===== src/design/wt_cache_pkg.sv =====
package wt_cache_pkg;

   // axi write response codes
   localparam logic [1:0] AXI_RESP_OKAY   = 2'b00;
   localparam logic [1:0] AXI_RESP_SLVERR = 2'b10;

   // fixed write attributes
   localparam logic [3:0] AXI_CACHE_ATTR  = 4'b0011;   // bufferable, modifiable
   localparam logic [1:0] AXI_BURST_FIXED = 2'b00;
   localparam logic [7:0] AXI_LEN_SINGLE  = 8'd0;      // one beat per store

   // default geometry
   localparam int unsigned DEF_ADDR_W    = 32;         // byte address
   localparam int unsigned DEF_DATA_W    = 32;         // processor word
   localparam int unsigned DEF_BE_DATA_W = 64;         // memory beat
   localparam int unsigned DEF_BUF_DEPTH = 4;          // pending stores
   localparam int unsigned DEF_AXI_ID_W  = 1;
   localparam int unsigned DEF_AXI_ID    = 0;          // single fixed id

   // log2 of the byte count of a bus of the given bit width
   function automatic int unsigned bytes_w(input int unsigned width);
      int unsigned nbytes;
      int unsigned lg;
      nbytes = width / 8;
      lg     = 0;
      while ((1 << lg) < nbytes) begin
         lg = lg + 1;
      end
      return lg;
   endfunction

endpackage


===== src/design/wt_write_buffer.sv =====
`timescale 1ns/1ps

module wt_write_buffer #(
   parameter int unsigned ADDR_W    = wt_cache_pkg::DEF_ADDR_W,
   parameter int unsigned DATA_W    = wt_cache_pkg::DEF_DATA_W,
   parameter int unsigned BUF_DEPTH = wt_cache_pkg::DEF_BUF_DEPTH
) (
   input  logic                                           clk_i,
   input  logic                                           reset,
   input  logic                                           push_i,
   input  logic [ADDR_W-wt_cache_pkg::bytes_w(DATA_W)-1:0] push_addr_i,
   input  logic [DATA_W-1:0]                              push_wdata_i,
   input  logic [DATA_W/8-1:0]                            push_wstrb_i,
   input  logic                                           pop_i,
   output logic                                           full_o,
   output logic                                           empty_o,
   output logic [ADDR_W-wt_cache_pkg::bytes_w(DATA_W)-1:0] head_addr_o,
   output logic [DATA_W-1:0]                              head_wdata_o,
   output logic [DATA_W/8-1:0]                            head_wstrb_o
);

   import wt_cache_pkg::*;

   localparam int unsigned WORD_ADDR_W = ADDR_W - bytes_w(DATA_W);
   localparam int unsigned PTR_W       = (BUF_DEPTH > 1) ? $clog2(BUF_DEPTH) : 1;
   localparam int unsigned CNT_W       = $clog2(BUF_DEPTH + 1);

   // storage, payload only
   logic [WORD_ADDR_W-1:0] addr_mem  [BUF_DEPTH];
   logic [DATA_W-1:0]      wdata_mem [BUF_DEPTH];
   logic [DATA_W/8-1:0]    wstrb_mem [BUF_DEPTH];

   logic [PTR_W-1:0] wr_ptr_q;
   logic [PTR_W-1:0] rd_ptr_q;
   logic [CNT_W-1:0] count_q;
   logic             push_ok;
   logic             pop_ok;

   assign full_o  = (count_q == CNT_W'(BUF_DEPTH));
   assign empty_o = (count_q == '0);
   assign push_ok = push_i & ~full_o;   // dropped when full
   assign pop_ok  = pop_i & ~empty_o;

   // oldest entry is always visible
   assign head_addr_o  = addr_mem[rd_ptr_q];
   assign head_wdata_o = wdata_mem[rd_ptr_q];
   assign head_wstrb_o = wstrb_mem[rd_ptr_q];

   always_ff @(posedge clk_i) begin
      if (push_ok) begin
         addr_mem[wr_ptr_q]  <= push_addr_i;
         wdata_mem[wr_ptr_q] <= push_wdata_i;
         wstrb_mem[wr_ptr_q] <= push_wstrb_i;
      end
   end

   always_ff @(posedge clk_i or posedge reset) begin
      if (reset) begin
         wr_ptr_q <= '0;
         rd_ptr_q <= '0;
         count_q  <= '0;
      end else begin
         if (push_ok) begin
            wr_ptr_q <= (wr_ptr_q == PTR_W'(BUF_DEPTH - 1)) ? '0 : wr_ptr_q + 1'b1;
         end
         if (pop_ok) begin
            rd_ptr_q <= (rd_ptr_q == PTR_W'(BUF_DEPTH - 1)) ? '0 : rd_ptr_q + 1'b1;
         end
         // both at once leaves the count alone
         if (push_ok & ~pop_ok) begin
            count_q <= count_q + 1'b1;
         end else if (pop_ok & ~push_ok) begin
            count_q <= count_q - 1'b1;
         end
      end
   end

endmodule


===== src/design/wt_write_decode.sv =====
`timescale 1ns/1ps

module wt_write_decode #(
   parameter int unsigned ADDR_W    = wt_cache_pkg::DEF_ADDR_W,
   parameter int unsigned DATA_W    = wt_cache_pkg::DEF_DATA_W,
   parameter int unsigned BE_DATA_W = wt_cache_pkg::DEF_BE_DATA_W
) (
   input  logic [ADDR_W-wt_cache_pkg::bytes_w(DATA_W)-1:0] word_addr_i,
   input  logic [DATA_W-1:0]                              wdata_i,
   input  logic [DATA_W/8-1:0]                            wstrb_i,
   output logic [ADDR_W-1:0]                              beat_addr_o,
   output logic [BE_DATA_W-1:0]                           beat_wdata_o,
   output logic [BE_DATA_W/8-1:0]                         beat_wstrb_o
);

   import wt_cache_pkg::*;

   localparam int unsigned NB      = DATA_W / 8;
   localparam int unsigned BE_NB   = BE_DATA_W / 8;
   localparam int unsigned NB_W    = bytes_w(DATA_W);      // byte offset in a word
   localparam int unsigned BE_NB_W = bytes_w(BE_DATA_W);   // byte offset in a beat

   logic [ADDR_W-1:0] byte_addr;

   assign byte_addr = {word_addr_i, {NB_W{1'b0}}};

   generate
      if (BE_DATA_W == DATA_W) begin : g_same_width
         // one word per beat, nothing to steer
         assign beat_addr_o  = byte_addr;
         assign beat_wdata_o = wdata_i;
         assign beat_wstrb_o = wstrb_i;
      end else begin : g_wide_beat
         localparam int unsigned OFF_W = BE_NB_W - NB_W;   // word offset in a beat

         logic [OFF_W-1:0] word_off;

         assign word_off = word_addr_i[OFF_W-1:0];

         // beat aligned byte address
         assign beat_addr_o = {byte_addr[ADDR_W-1:BE_NB_W], {BE_NB_W{1'b0}}};

         // strobe moved to the selected lane
         assign beat_wstrb_o = {{(BE_NB - NB){1'b0}}, wstrb_i} << (word_off * NB);

         // same word on every lane, the strobe picks
         assign beat_wdata_o = {(BE_DATA_W / DATA_W){wdata_i}};
      end
   endgenerate

endmodule


===== src/design/wt_write_channel_axi.sv =====
`timescale 1ns/1ps

module wt_write_channel_axi #(
   parameter int unsigned ADDR_W    = wt_cache_pkg::DEF_ADDR_W,
   parameter int unsigned BE_DATA_W = wt_cache_pkg::DEF_BE_DATA_W,
   parameter int unsigned AXI_ID_W  = wt_cache_pkg::DEF_AXI_ID_W
) (
   input  logic                   clk_i,
   input  logic                   reset,
   // command from the decode stage
   input  logic                   cmd_valid_i,
   input  logic [ADDR_W-1:0]      beat_addr_i,
   input  logic [BE_DATA_W-1:0]   beat_wdata_i,
   input  logic [BE_DATA_W/8-1:0] beat_wstrb_i,
   // write address
   output logic                   axi_awvalid_o,
   input  logic                   axi_awready_i,
   output logic [ADDR_W-1:0]      axi_awaddr_o,
   output logic [AXI_ID_W-1:0]    axi_awid_o,
   output logic [7:0]             axi_awlen_o,
   output logic [2:0]             axi_awsize_o,
   output logic [1:0]             axi_awburst_o,
   output logic [3:0]             axi_awcache_o,
   // write data
   output logic                   axi_wvalid_o,
   input  logic                   axi_wready_i,
   output logic [BE_DATA_W-1:0]   axi_wdata_o,
   output logic [BE_DATA_W/8-1:0] axi_wstrb_o,
   output logic                   axi_wlast_o,
   // write response
   input  logic                   axi_bvalid_i,
   output logic                   axi_bready_o,
   input  logic [1:0]             axi_bresp_i,
   // status
   output logic                   done_o,
   output logic                   retry_o,
   output logic                   idle_o
);

   import wt_cache_pkg::*;

   localparam int unsigned BE_NB_W = bytes_w(BE_DATA_W);

   typedef enum logic [1:0] {
      ST_IDLE   = 2'd0,
      ST_ADDR   = 2'd1,
      ST_WRITE  = 2'd2,
      ST_VERIFY = 2'd3
   } state_t;

   state_t state_q;
   state_t state_d;
   logic   resp_ok;

   // fixed transaction attributes
   assign axi_awid_o    = AXI_ID_W'(DEF_AXI_ID);
   assign axi_awlen_o   = AXI_LEN_SINGLE;
   assign axi_awsize_o  = 3'(BE_NB_W);       // full beat
   assign axi_awburst_o = AXI_BURST_FIXED;
   assign axi_awcache_o = AXI_CACHE_ATTR;
   assign axi_wlast_o   = axi_wvalid_o;      // single beat

   // head is held until done, so payload is stable
   assign axi_awaddr_o = beat_addr_i;
   assign axi_wdata_o  = beat_wdata_i;
   assign axi_wstrb_o  = beat_wstrb_i;

   assign resp_ok = (axi_bresp_i == AXI_RESP_OKAY);

   always_comb begin
      state_d = state_q;
      case (state_q)
         ST_IDLE: begin
            if (cmd_valid_i) state_d = ST_ADDR;
         end
         ST_ADDR: begin
            if (!cmd_valid_i) begin
               state_d = ST_IDLE;            // buffer ran dry after a pop
            end else if (axi_awready_i) begin
               state_d = ST_WRITE;
            end
         end
         ST_WRITE: begin
            if (axi_wready_i) state_d = ST_VERIFY;
         end
         default: begin
            // okay moves to the next head, error replays this one
            if (axi_bvalid_i) state_d = ST_ADDR;
         end
      endcase
   end

   always_ff @(posedge clk_i or posedge reset) begin
      if (reset) begin
         state_q <= ST_IDLE;
      end else begin
         state_q <= state_d;
      end
   end

   assign axi_awvalid_o = (state_q == ST_ADDR) & cmd_valid_i;
   assign axi_wvalid_o  = (state_q == ST_WRITE);
   assign axi_bready_o  = (state_q == ST_VERIFY);

   assign done_o  = axi_bready_o & axi_bvalid_i & resp_ok;
   assign retry_o = axi_bready_o & axi_bvalid_i & ~resp_ok;

   // an address phase with no command is not holding anything
   assign idle_o = (state_q == ST_IDLE) | ((state_q == ST_ADDR) & ~cmd_valid_i);

endmodule


===== src/design/wt_write_result.sv =====
`timescale 1ns/1ps

module wt_write_result (
   input  logic        clk_i,
   input  logic        reset,
   input  logic        done_i,
   input  logic        retry_i,
   input  logic        buf_empty_i,
   input  logic        chan_idle_i,
   output logic [15:0] write_count_o,
   output logic [15:0] retry_count_o,
   output logic        drained_o
);

   localparam logic [15:0] CNT_MAX = 16'hffff;

   logic [15:0] write_count_q;
   logic [15:0] retry_count_q;
   logic        drained_q;

   // acknowledged stores, saturating
   always_ff @(posedge clk_i or posedge reset) begin
      if (reset) begin
         write_count_q <= '0;
      end else if (done_i && (write_count_q != CNT_MAX)) begin
         write_count_q <= write_count_q + 16'd1;
      end
   end

   // error responses that forced a resend
   always_ff @(posedge clk_i or posedge reset) begin
      if (reset) begin
         retry_count_q <= '0;
      end else if (retry_i && (retry_count_q != CNT_MAX)) begin
         retry_count_q <= retry_count_q + 16'd1;
      end
   end

   // nothing queued and nothing on the bus
   always_ff @(posedge clk_i or posedge reset) begin
      if (reset) begin
         drained_q <= 1'b1;                  // empty out of reset
      end else begin
         drained_q <= buf_empty_i & chan_idle_i;
      end
   end

   assign write_count_o = write_count_q;
   assign retry_count_o = retry_count_q;
   assign drained_o     = drained_q;         // fence may proceed

endmodule


===== src/design/wt_write_path_top.sv =====
`timescale 1ns/1ps

module wt_write_path_top #(
   parameter int unsigned ADDR_W    = wt_cache_pkg::DEF_ADDR_W,
   parameter int unsigned DATA_W    = wt_cache_pkg::DEF_DATA_W,
   parameter int unsigned BE_DATA_W = wt_cache_pkg::DEF_BE_DATA_W,
   parameter int unsigned BUF_DEPTH = wt_cache_pkg::DEF_BUF_DEPTH,
   parameter int unsigned AXI_ID_W  = wt_cache_pkg::DEF_AXI_ID_W
) (
   input  logic                                           clk_i,
   input  logic                                           reset,
   // processor store port
   input  logic                                           req_valid_i,
   output logic                                           req_ready_o,
   input  logic [ADDR_W-wt_cache_pkg::bytes_w(DATA_W)-1:0] req_addr_i,
   input  logic [DATA_W-1:0]                              req_wdata_i,
   input  logic [DATA_W/8-1:0]                            req_wstrb_i,
   // axi write address
   output logic                                           axi_awvalid_o,
   input  logic                                           axi_awready_i,
   output logic [ADDR_W-1:0]                              axi_awaddr_o,
   output logic [AXI_ID_W-1:0]                            axi_awid_o,
   output logic [7:0]                                     axi_awlen_o,
   output logic [2:0]                                     axi_awsize_o,
   output logic [1:0]                                     axi_awburst_o,
   output logic [3:0]                                     axi_awcache_o,
   // axi write data
   output logic                                           axi_wvalid_o,
   input  logic                                           axi_wready_i,
   output logic [BE_DATA_W-1:0]                           axi_wdata_o,
   output logic [BE_DATA_W/8-1:0]                         axi_wstrb_o,
   output logic                                           axi_wlast_o,
   // axi write response
   input  logic                                           axi_bvalid_i,
   output logic                                           axi_bready_o,
   input  logic [1:0]                                     axi_bresp_i,
   // status
   output logic [15:0]                                    write_count_o,
   output logic [15:0]                                    retry_count_o,
   output logic                                           drained_o
);

   import wt_cache_pkg::*;

   localparam int unsigned WORD_ADDR_W = ADDR_W - bytes_w(DATA_W);

   logic                   buf_full;
   logic                   buf_empty;
   logic [WORD_ADDR_W-1:0] head_addr;
   logic [DATA_W-1:0]      head_wdata;
   logic [DATA_W/8-1:0]    head_wstrb;
   logic [ADDR_W-1:0]      beat_addr;
   logic [BE_DATA_W-1:0]   beat_wdata;
   logic [BE_DATA_W/8-1:0] beat_wstrb;
   logic                   chan_done;
   logic                   chan_retry;
   logic                   chan_idle;

   assign req_ready_o = ~buf_full;

   wt_write_buffer #(
      .ADDR_W    (ADDR_W),
      .DATA_W    (DATA_W),
      .BUF_DEPTH (BUF_DEPTH)
   ) u_buffer (
      .clk_i        (clk_i),
      .reset        (reset),
      .push_i       (req_valid_i),           // ignored while full
      .push_addr_i  (req_addr_i),
      .push_wdata_i (req_wdata_i),
      .push_wstrb_i (req_wstrb_i),
      .pop_i        (chan_done),
      .full_o       (buf_full),
      .empty_o      (buf_empty),
      .head_addr_o  (head_addr),
      .head_wdata_o (head_wdata),
      .head_wstrb_o (head_wstrb)
   );

   wt_write_decode #(
      .ADDR_W    (ADDR_W),
      .DATA_W    (DATA_W),
      .BE_DATA_W (BE_DATA_W)
   ) u_decode (
      .word_addr_i  (head_addr),
      .wdata_i      (head_wdata),
      .wstrb_i      (head_wstrb),
      .beat_addr_o  (beat_addr),
      .beat_wdata_o (beat_wdata),
      .beat_wstrb_o (beat_wstrb)
   );

   wt_write_channel_axi #(
      .ADDR_W    (ADDR_W),
      .BE_DATA_W (BE_DATA_W),
      .AXI_ID_W  (AXI_ID_W)
   ) u_channel (
      .clk_i         (clk_i),
      .reset         (reset),
      .cmd_valid_i   (~buf_empty),
      .beat_addr_i   (beat_addr),
      .beat_wdata_i  (beat_wdata),
      .beat_wstrb_i  (beat_wstrb),
      .axi_awvalid_o (axi_awvalid_o),
      .axi_awready_i (axi_awready_i),
      .axi_awaddr_o  (axi_awaddr_o),
      .axi_awid_o    (axi_awid_o),
      .axi_awlen_o   (axi_awlen_o),
      .axi_awsize_o  (axi_awsize_o),
      .axi_awburst_o (axi_awburst_o),
      .axi_awcache_o (axi_awcache_o),
      .axi_wvalid_o  (axi_wvalid_o),
      .axi_wready_i  (axi_wready_i),
      .axi_wdata_o   (axi_wdata_o),
      .axi_wstrb_o   (axi_wstrb_o),
      .axi_wlast_o   (axi_wlast_o),
      .axi_bvalid_i  (axi_bvalid_i),
      .axi_bready_o  (axi_bready_o),
      .axi_bresp_i   (axi_bresp_i),
      .done_o        (chan_done),
      .retry_o       (chan_retry),
      .idle_o        (chan_idle)
   );

   wt_write_result u_result (
      .clk_i         (clk_i),
      .reset         (reset),
      .done_i        (chan_done),
      .retry_i       (chan_retry),
      .buf_empty_i   (buf_empty),
      .chan_idle_i   (chan_idle),
      .write_count_o (write_count_o),
      .retry_count_o (retry_count_o),
      .drained_o     (drained_o)
   );

endmodule


===== config.mk =====
export PLATFORM = sky130hd
export DESIGN_NAME = wt_write_path_top
export DESIGN_NICKNAME = d
export VERILOG_FILES = /design/src/design/wt_cache_pkg.sv /design/src/design/wt_write_buffer.sv /design/src/design/wt_write_decode.sv /design/src/design/wt_write_channel_axi.sv /design/src/design/wt_write_result.sv /design/src/design/wt_write_path_top.sv
export SDC_FILE = /design/constraint.sdc
export NUM_CORES = 1
export LEC_CHECK = 0
export ABC_AREA = 1
export BUFFER_PORTS_ARGS = -buffer_cell sky130_fd_sc_hd__buf_4
export CELL_PAD_IN_SITES_DETAIL_PLACEMENT = 0
export CELL_PAD_IN_SITES_GLOBAL_PLACEMENT = 1
export CORE_MARGIN = 4
export CORE_UTILIZATION = 35
export CTS_BUF_LIST = sky130_fd_sc_hd__clkbuf_4
export DETAILED_ROUTE_END_ITERATION = 8
export GPL_TIMING_DRIVEN = 0
export PLACE_DENSITY_LB_ADDON = 0.1
export SLEW_MARGIN = 20
export SYNTH_ARGS = -nofsm -noshare
export SYNTH_HDL_FRONTEND = slang
export SYNTH_SLANG_ARGS = --single-unit

===== constraint.sdc =====
create_clock -name clk_i -period 4.12 [get_ports clk_i]
set_input_delay 0.206 -clock clk_i [delete_from_list [all_inputs] [get_ports clk_i]]
set_output_delay 0.206 -clock clk_i [all_outputs]
set_load 0.005 [all_outputs]

==> reports/qor.csv <==
stage,metric,value,unit
critical_path,cp_max_fo,5,
yosys,synth_top_area_share,61.6,%
worst_hold_path,hold_path_depth,4,
die,std_cell_rows,69,
place,port_buffers,212,
critical_path,cp-startpoint,u_channel.state_q[0],
global_routing,grt_pass1_wl,51000,µm
critical_path,r2r-start,u_channel.state_q[0],
power_and_ir_drop,power.density,673,nW/µm²
clocking,post_cts_buffers,0,
sta,skew,0.0310,ns
route,routedWlPerCell,16.8,µm
clocking,cts-root-buf,clkbuf_4,
critical_path,r2r_end,u_buffer.count_q[1],
critical_path,arrival,3.66,ns
finish,final.fill_count,3348,
route,viasPerCell,4.57,
finish,final_common_cell,buf_4,
clocking,cts_inserted_buffers,85,
sta,rsz0062_at_grt,no,
sta,max_freq,326,MHz
route,dr.pass1.iters,4,
yosys,ys_top_cells_by_area,"edfxtp_1 62%, dfrtp_1 8.0%, o21ai_0 5.6%",
die,die_w,200,µm
route,ant_nets,0,
die,die_h,200,µm
global_routing,track_usage,16.6,%
clocking,cts_tree,built,
global_routing,grt.overflow.total,0,
clocking,clk_pin_slew,0.06,ns
clocking,cts_htree_levels,3,
critical_path,r2r_cells,12,
sta,slew_viol_final,0,
die,initial_core_util,35.8,%
critical_path,endpoint_kind,register,
critical_path,required,4.71,ns
sta,hold_viol_final,0,
place,dpl_worst_slack,1.59,ns
die,floorplan.io_pins,234,
sta,relSlewSlack,55.7,%
yosys,yosysWarningCount,0,
power_and_ir_drop,vdd_ir_drop_max,0.233,mV
sta,setup_viol,0,
yosys,avgSynthCellArea,12.0,µm²
die,die-area,39900,µm²
run,maxCapViolations,0,
global_routing,first_global_vias,9306,
critical_path,crit_path_start_kind,register,
worst_hold_path,hold_end,u_buffer.wr_ptr_q[1],
yosys,yosysTopAreaCell,edfxtp_1,
critical_path,setup.reg_to_reg.worst_slack,1.05,ns
yosys,ys_seq_area_share,69.8,%
die,coreArea,35900,µm²
clocking,insertion_delay,0.72,ns
power_and_ir_drop,p_leak,6.85,nW
global_routing,grt_start_max_net_pins,25,
route,drt-initial-drc-count,334,
yosys,synthCells,1069,
clocking,tritoncts_num_sinks,306,
clocking,clock_path_buffers,3,
finish,final_cell_mix,"268 x buf_4, 264 x edfxtp_1, 176 x nor2_1, 144 x o21ai_0, 135 x nand2_1",
route,dr_total_vias,9154,
finish,final_net_count,1562,
status,status,finished clean,
global_routing,antenna_found_initial,3,
finish,drive_above_1_share,30.3,%
worst_hold_path,min_path_type,in2reg,
sta,finalCritPeriodShare,74.4,%
critical_path,criticalPathCategory,reg2reg,
sta,period_minus_slack,3.07,ns
finish,syn2layout_area_growth,34.4,%
place,gp_congestion,0.750,
place,hpwl,22000,µm
route,wl,33600,µm
sta,setup-tns-final,0,ns
sta,setup_ws,1.05,ns
sta,tightestPinTransition,0.663,ns
route,route.detailed.drc,0,
yosys,netlist-cell-type-count,33,
worst_hold_path,hold_start,req_valid_i,
yosys,synth_area,12900,µm²
yosys,yosys_register_bits,306,
## Yosys cell counts
| master | n |
|---|---|
| edfxtp_1 | 264 |
| nor2_1 | 180 |
| o21ai_0 | 144 |
| nand2_1 | 135 |
| o22ai_1 | 61 |
| buf_4 | 56 |
| inv_1 | 45 |
| dfrtp_1 | 41 |
| clkbuf_1 | 25 |
| nand3_1 | 22 |
| buf_2 | 15 |
| ha_1 | 13 |
| xnor2_1 | 9 |
| nand3b_1 | 8 |
| nand2_2 | 6 |
| nand4_1 | 6 |
| xor2_1 | 6 |
| nor2_4 | 5 |
| o21ai_2 | 5 |
| buf_6 | 4 |
| o22a_1 | 4 |
| a21oi_1 | 2 |
| conb_1 | 2 |
| inv_2 | 2 |
| a21boi_2 | 1 |
| dfstp_2 | 1 |
| fa_1 | 1 |
| nand2_4 | 1 |
| nand3_2 | 1 |
| nor2_2 | 1 |
| nor3_4 | 1 |
| o21ai_1 | 1 |
| o21ai_4 | 1 |
## final cells by class
class / count / area [µm²] / share of cell area [%]
antenna: 2 / 5.00 / 0.0289
buffer: 100 / 634 / 3.67
clock buffer: 129 / 968 / 5.60
clock inverter: 23 / 129 / 0.745
inverter: 47 / 176 / 1.02
multi-input combinational: 635 / 3170 / 18.4
sequential: 306 / 8980 / 51.9
tap: 461 / 577 / 3.34
timing repair buffer: 299 / 2650 / 15.3
## how the worst max path moves through the flow
stage                          endpoint  slack, ns  cells after the start
3_3_place_gp   u_buffer.addr_mem[3][23]      -2.63                      4
3_5_place_dp        u_buffer.count_q[1]       1.59                     11
6_report            u_buffer.count_q[1]       1.05                     12
2_1_floorplan   u_buffer.addr_mem[0][0]       0.20                      4
5_1_grt             u_buffer.count_q[1]       0.81                     12
4_1_cts                 axi_wdata_o[63]       0.98                      7
## repair_timing
| item | CTS | global route |
|---|---|---|
| gates resized for setup | 0 | 0 |
| hold buffers | 74 | 0 |
| endpoints found under the hold margin | 328 | 0 |
## worst max-delay path, cell delays in order (launching register included)
cell and delay [ns]:
dfrtp_1 0.42, ha_1 0.22, nand2_2 0.11, nor3_4 0.13
dlygate4sd3_1 0.70, inv_2 0.09, nor2_1 0.29, inv_1 0.09
ha_1 0.21, inv_1 0.12, fa_1 0.43, nor2_1 0.10
a21oi_1 0.04
## registers in the layout (all words and copies together) (netlist names)
register                count
u_result.retry_count_o     16
u_buffer.wstrb_mem         16
u_buffer.count_q            3
u_buffer.rd_ptr_q           2
u_channel.state_q           2
u_buffer.wdata_mem        128
u_buffer.wr_ptr_q           2
u_result.drained_o          1
u_buffer.addr_mem         120
u_result.write_count_o     16
## power by group
group	switching [W]	internal, W
combinational	0.00251	0.00217
sequential	0.000195	0.00402
clock	0.00125	0.00149
## through the flow
stage | hold WS (ns) | util, % | instances | power [W] | cell area, µm²
after floorplan | 0.305 | - | 1088 | 0.00655 | 12900
after global placement | 0.407 | 42.1 | 1761 | 0.00891 | 15100
final | 0.227 | 48.1 | 2002 | 0.0116 | 17300
after global routing | 0.136 | 48.1 | 2002 | 0.0125 | 17300
after CTS | 0.119 | 48.1 | 2000 | 0.0119 | 17300
after detailed placement | 0.272 | 43.0 | 1774 | 0.00902 | 15400
## logic make-up (layout without fill, tap and decap cells)
kind of cell / Yosys count / in the layout / share of synthesized area (%)
flip-flops: 306 / 306 / 69.8
other: 2 / 23 / 0.0584
XOR/XNOR: 15 / 15 / 1.02
adder cells (fa/ha/maj): 14 / 14 / 1.42
AO/OA/AOI/OAI: 219 / 219 / 9.51
buffers and inverters: 147 / 598 / 6.30
AND/OR/NAND/NOR: 366 / 366 / 11.9
## metal layers
layer  vias to the layer above  GRT usage, %  wire [µm]  part of all wire [%]
met5                         -             0          7                 0.021
met4                         2          5.91        594                   1.8
met3                        40          4.45       1950                   5.8
met2                       234          27.1      16200                    48
met1                      4323          21.3      14900                    44
li1                       4555             -          -                     -
No activity file was read; power rests on OpenSTA's default activity.
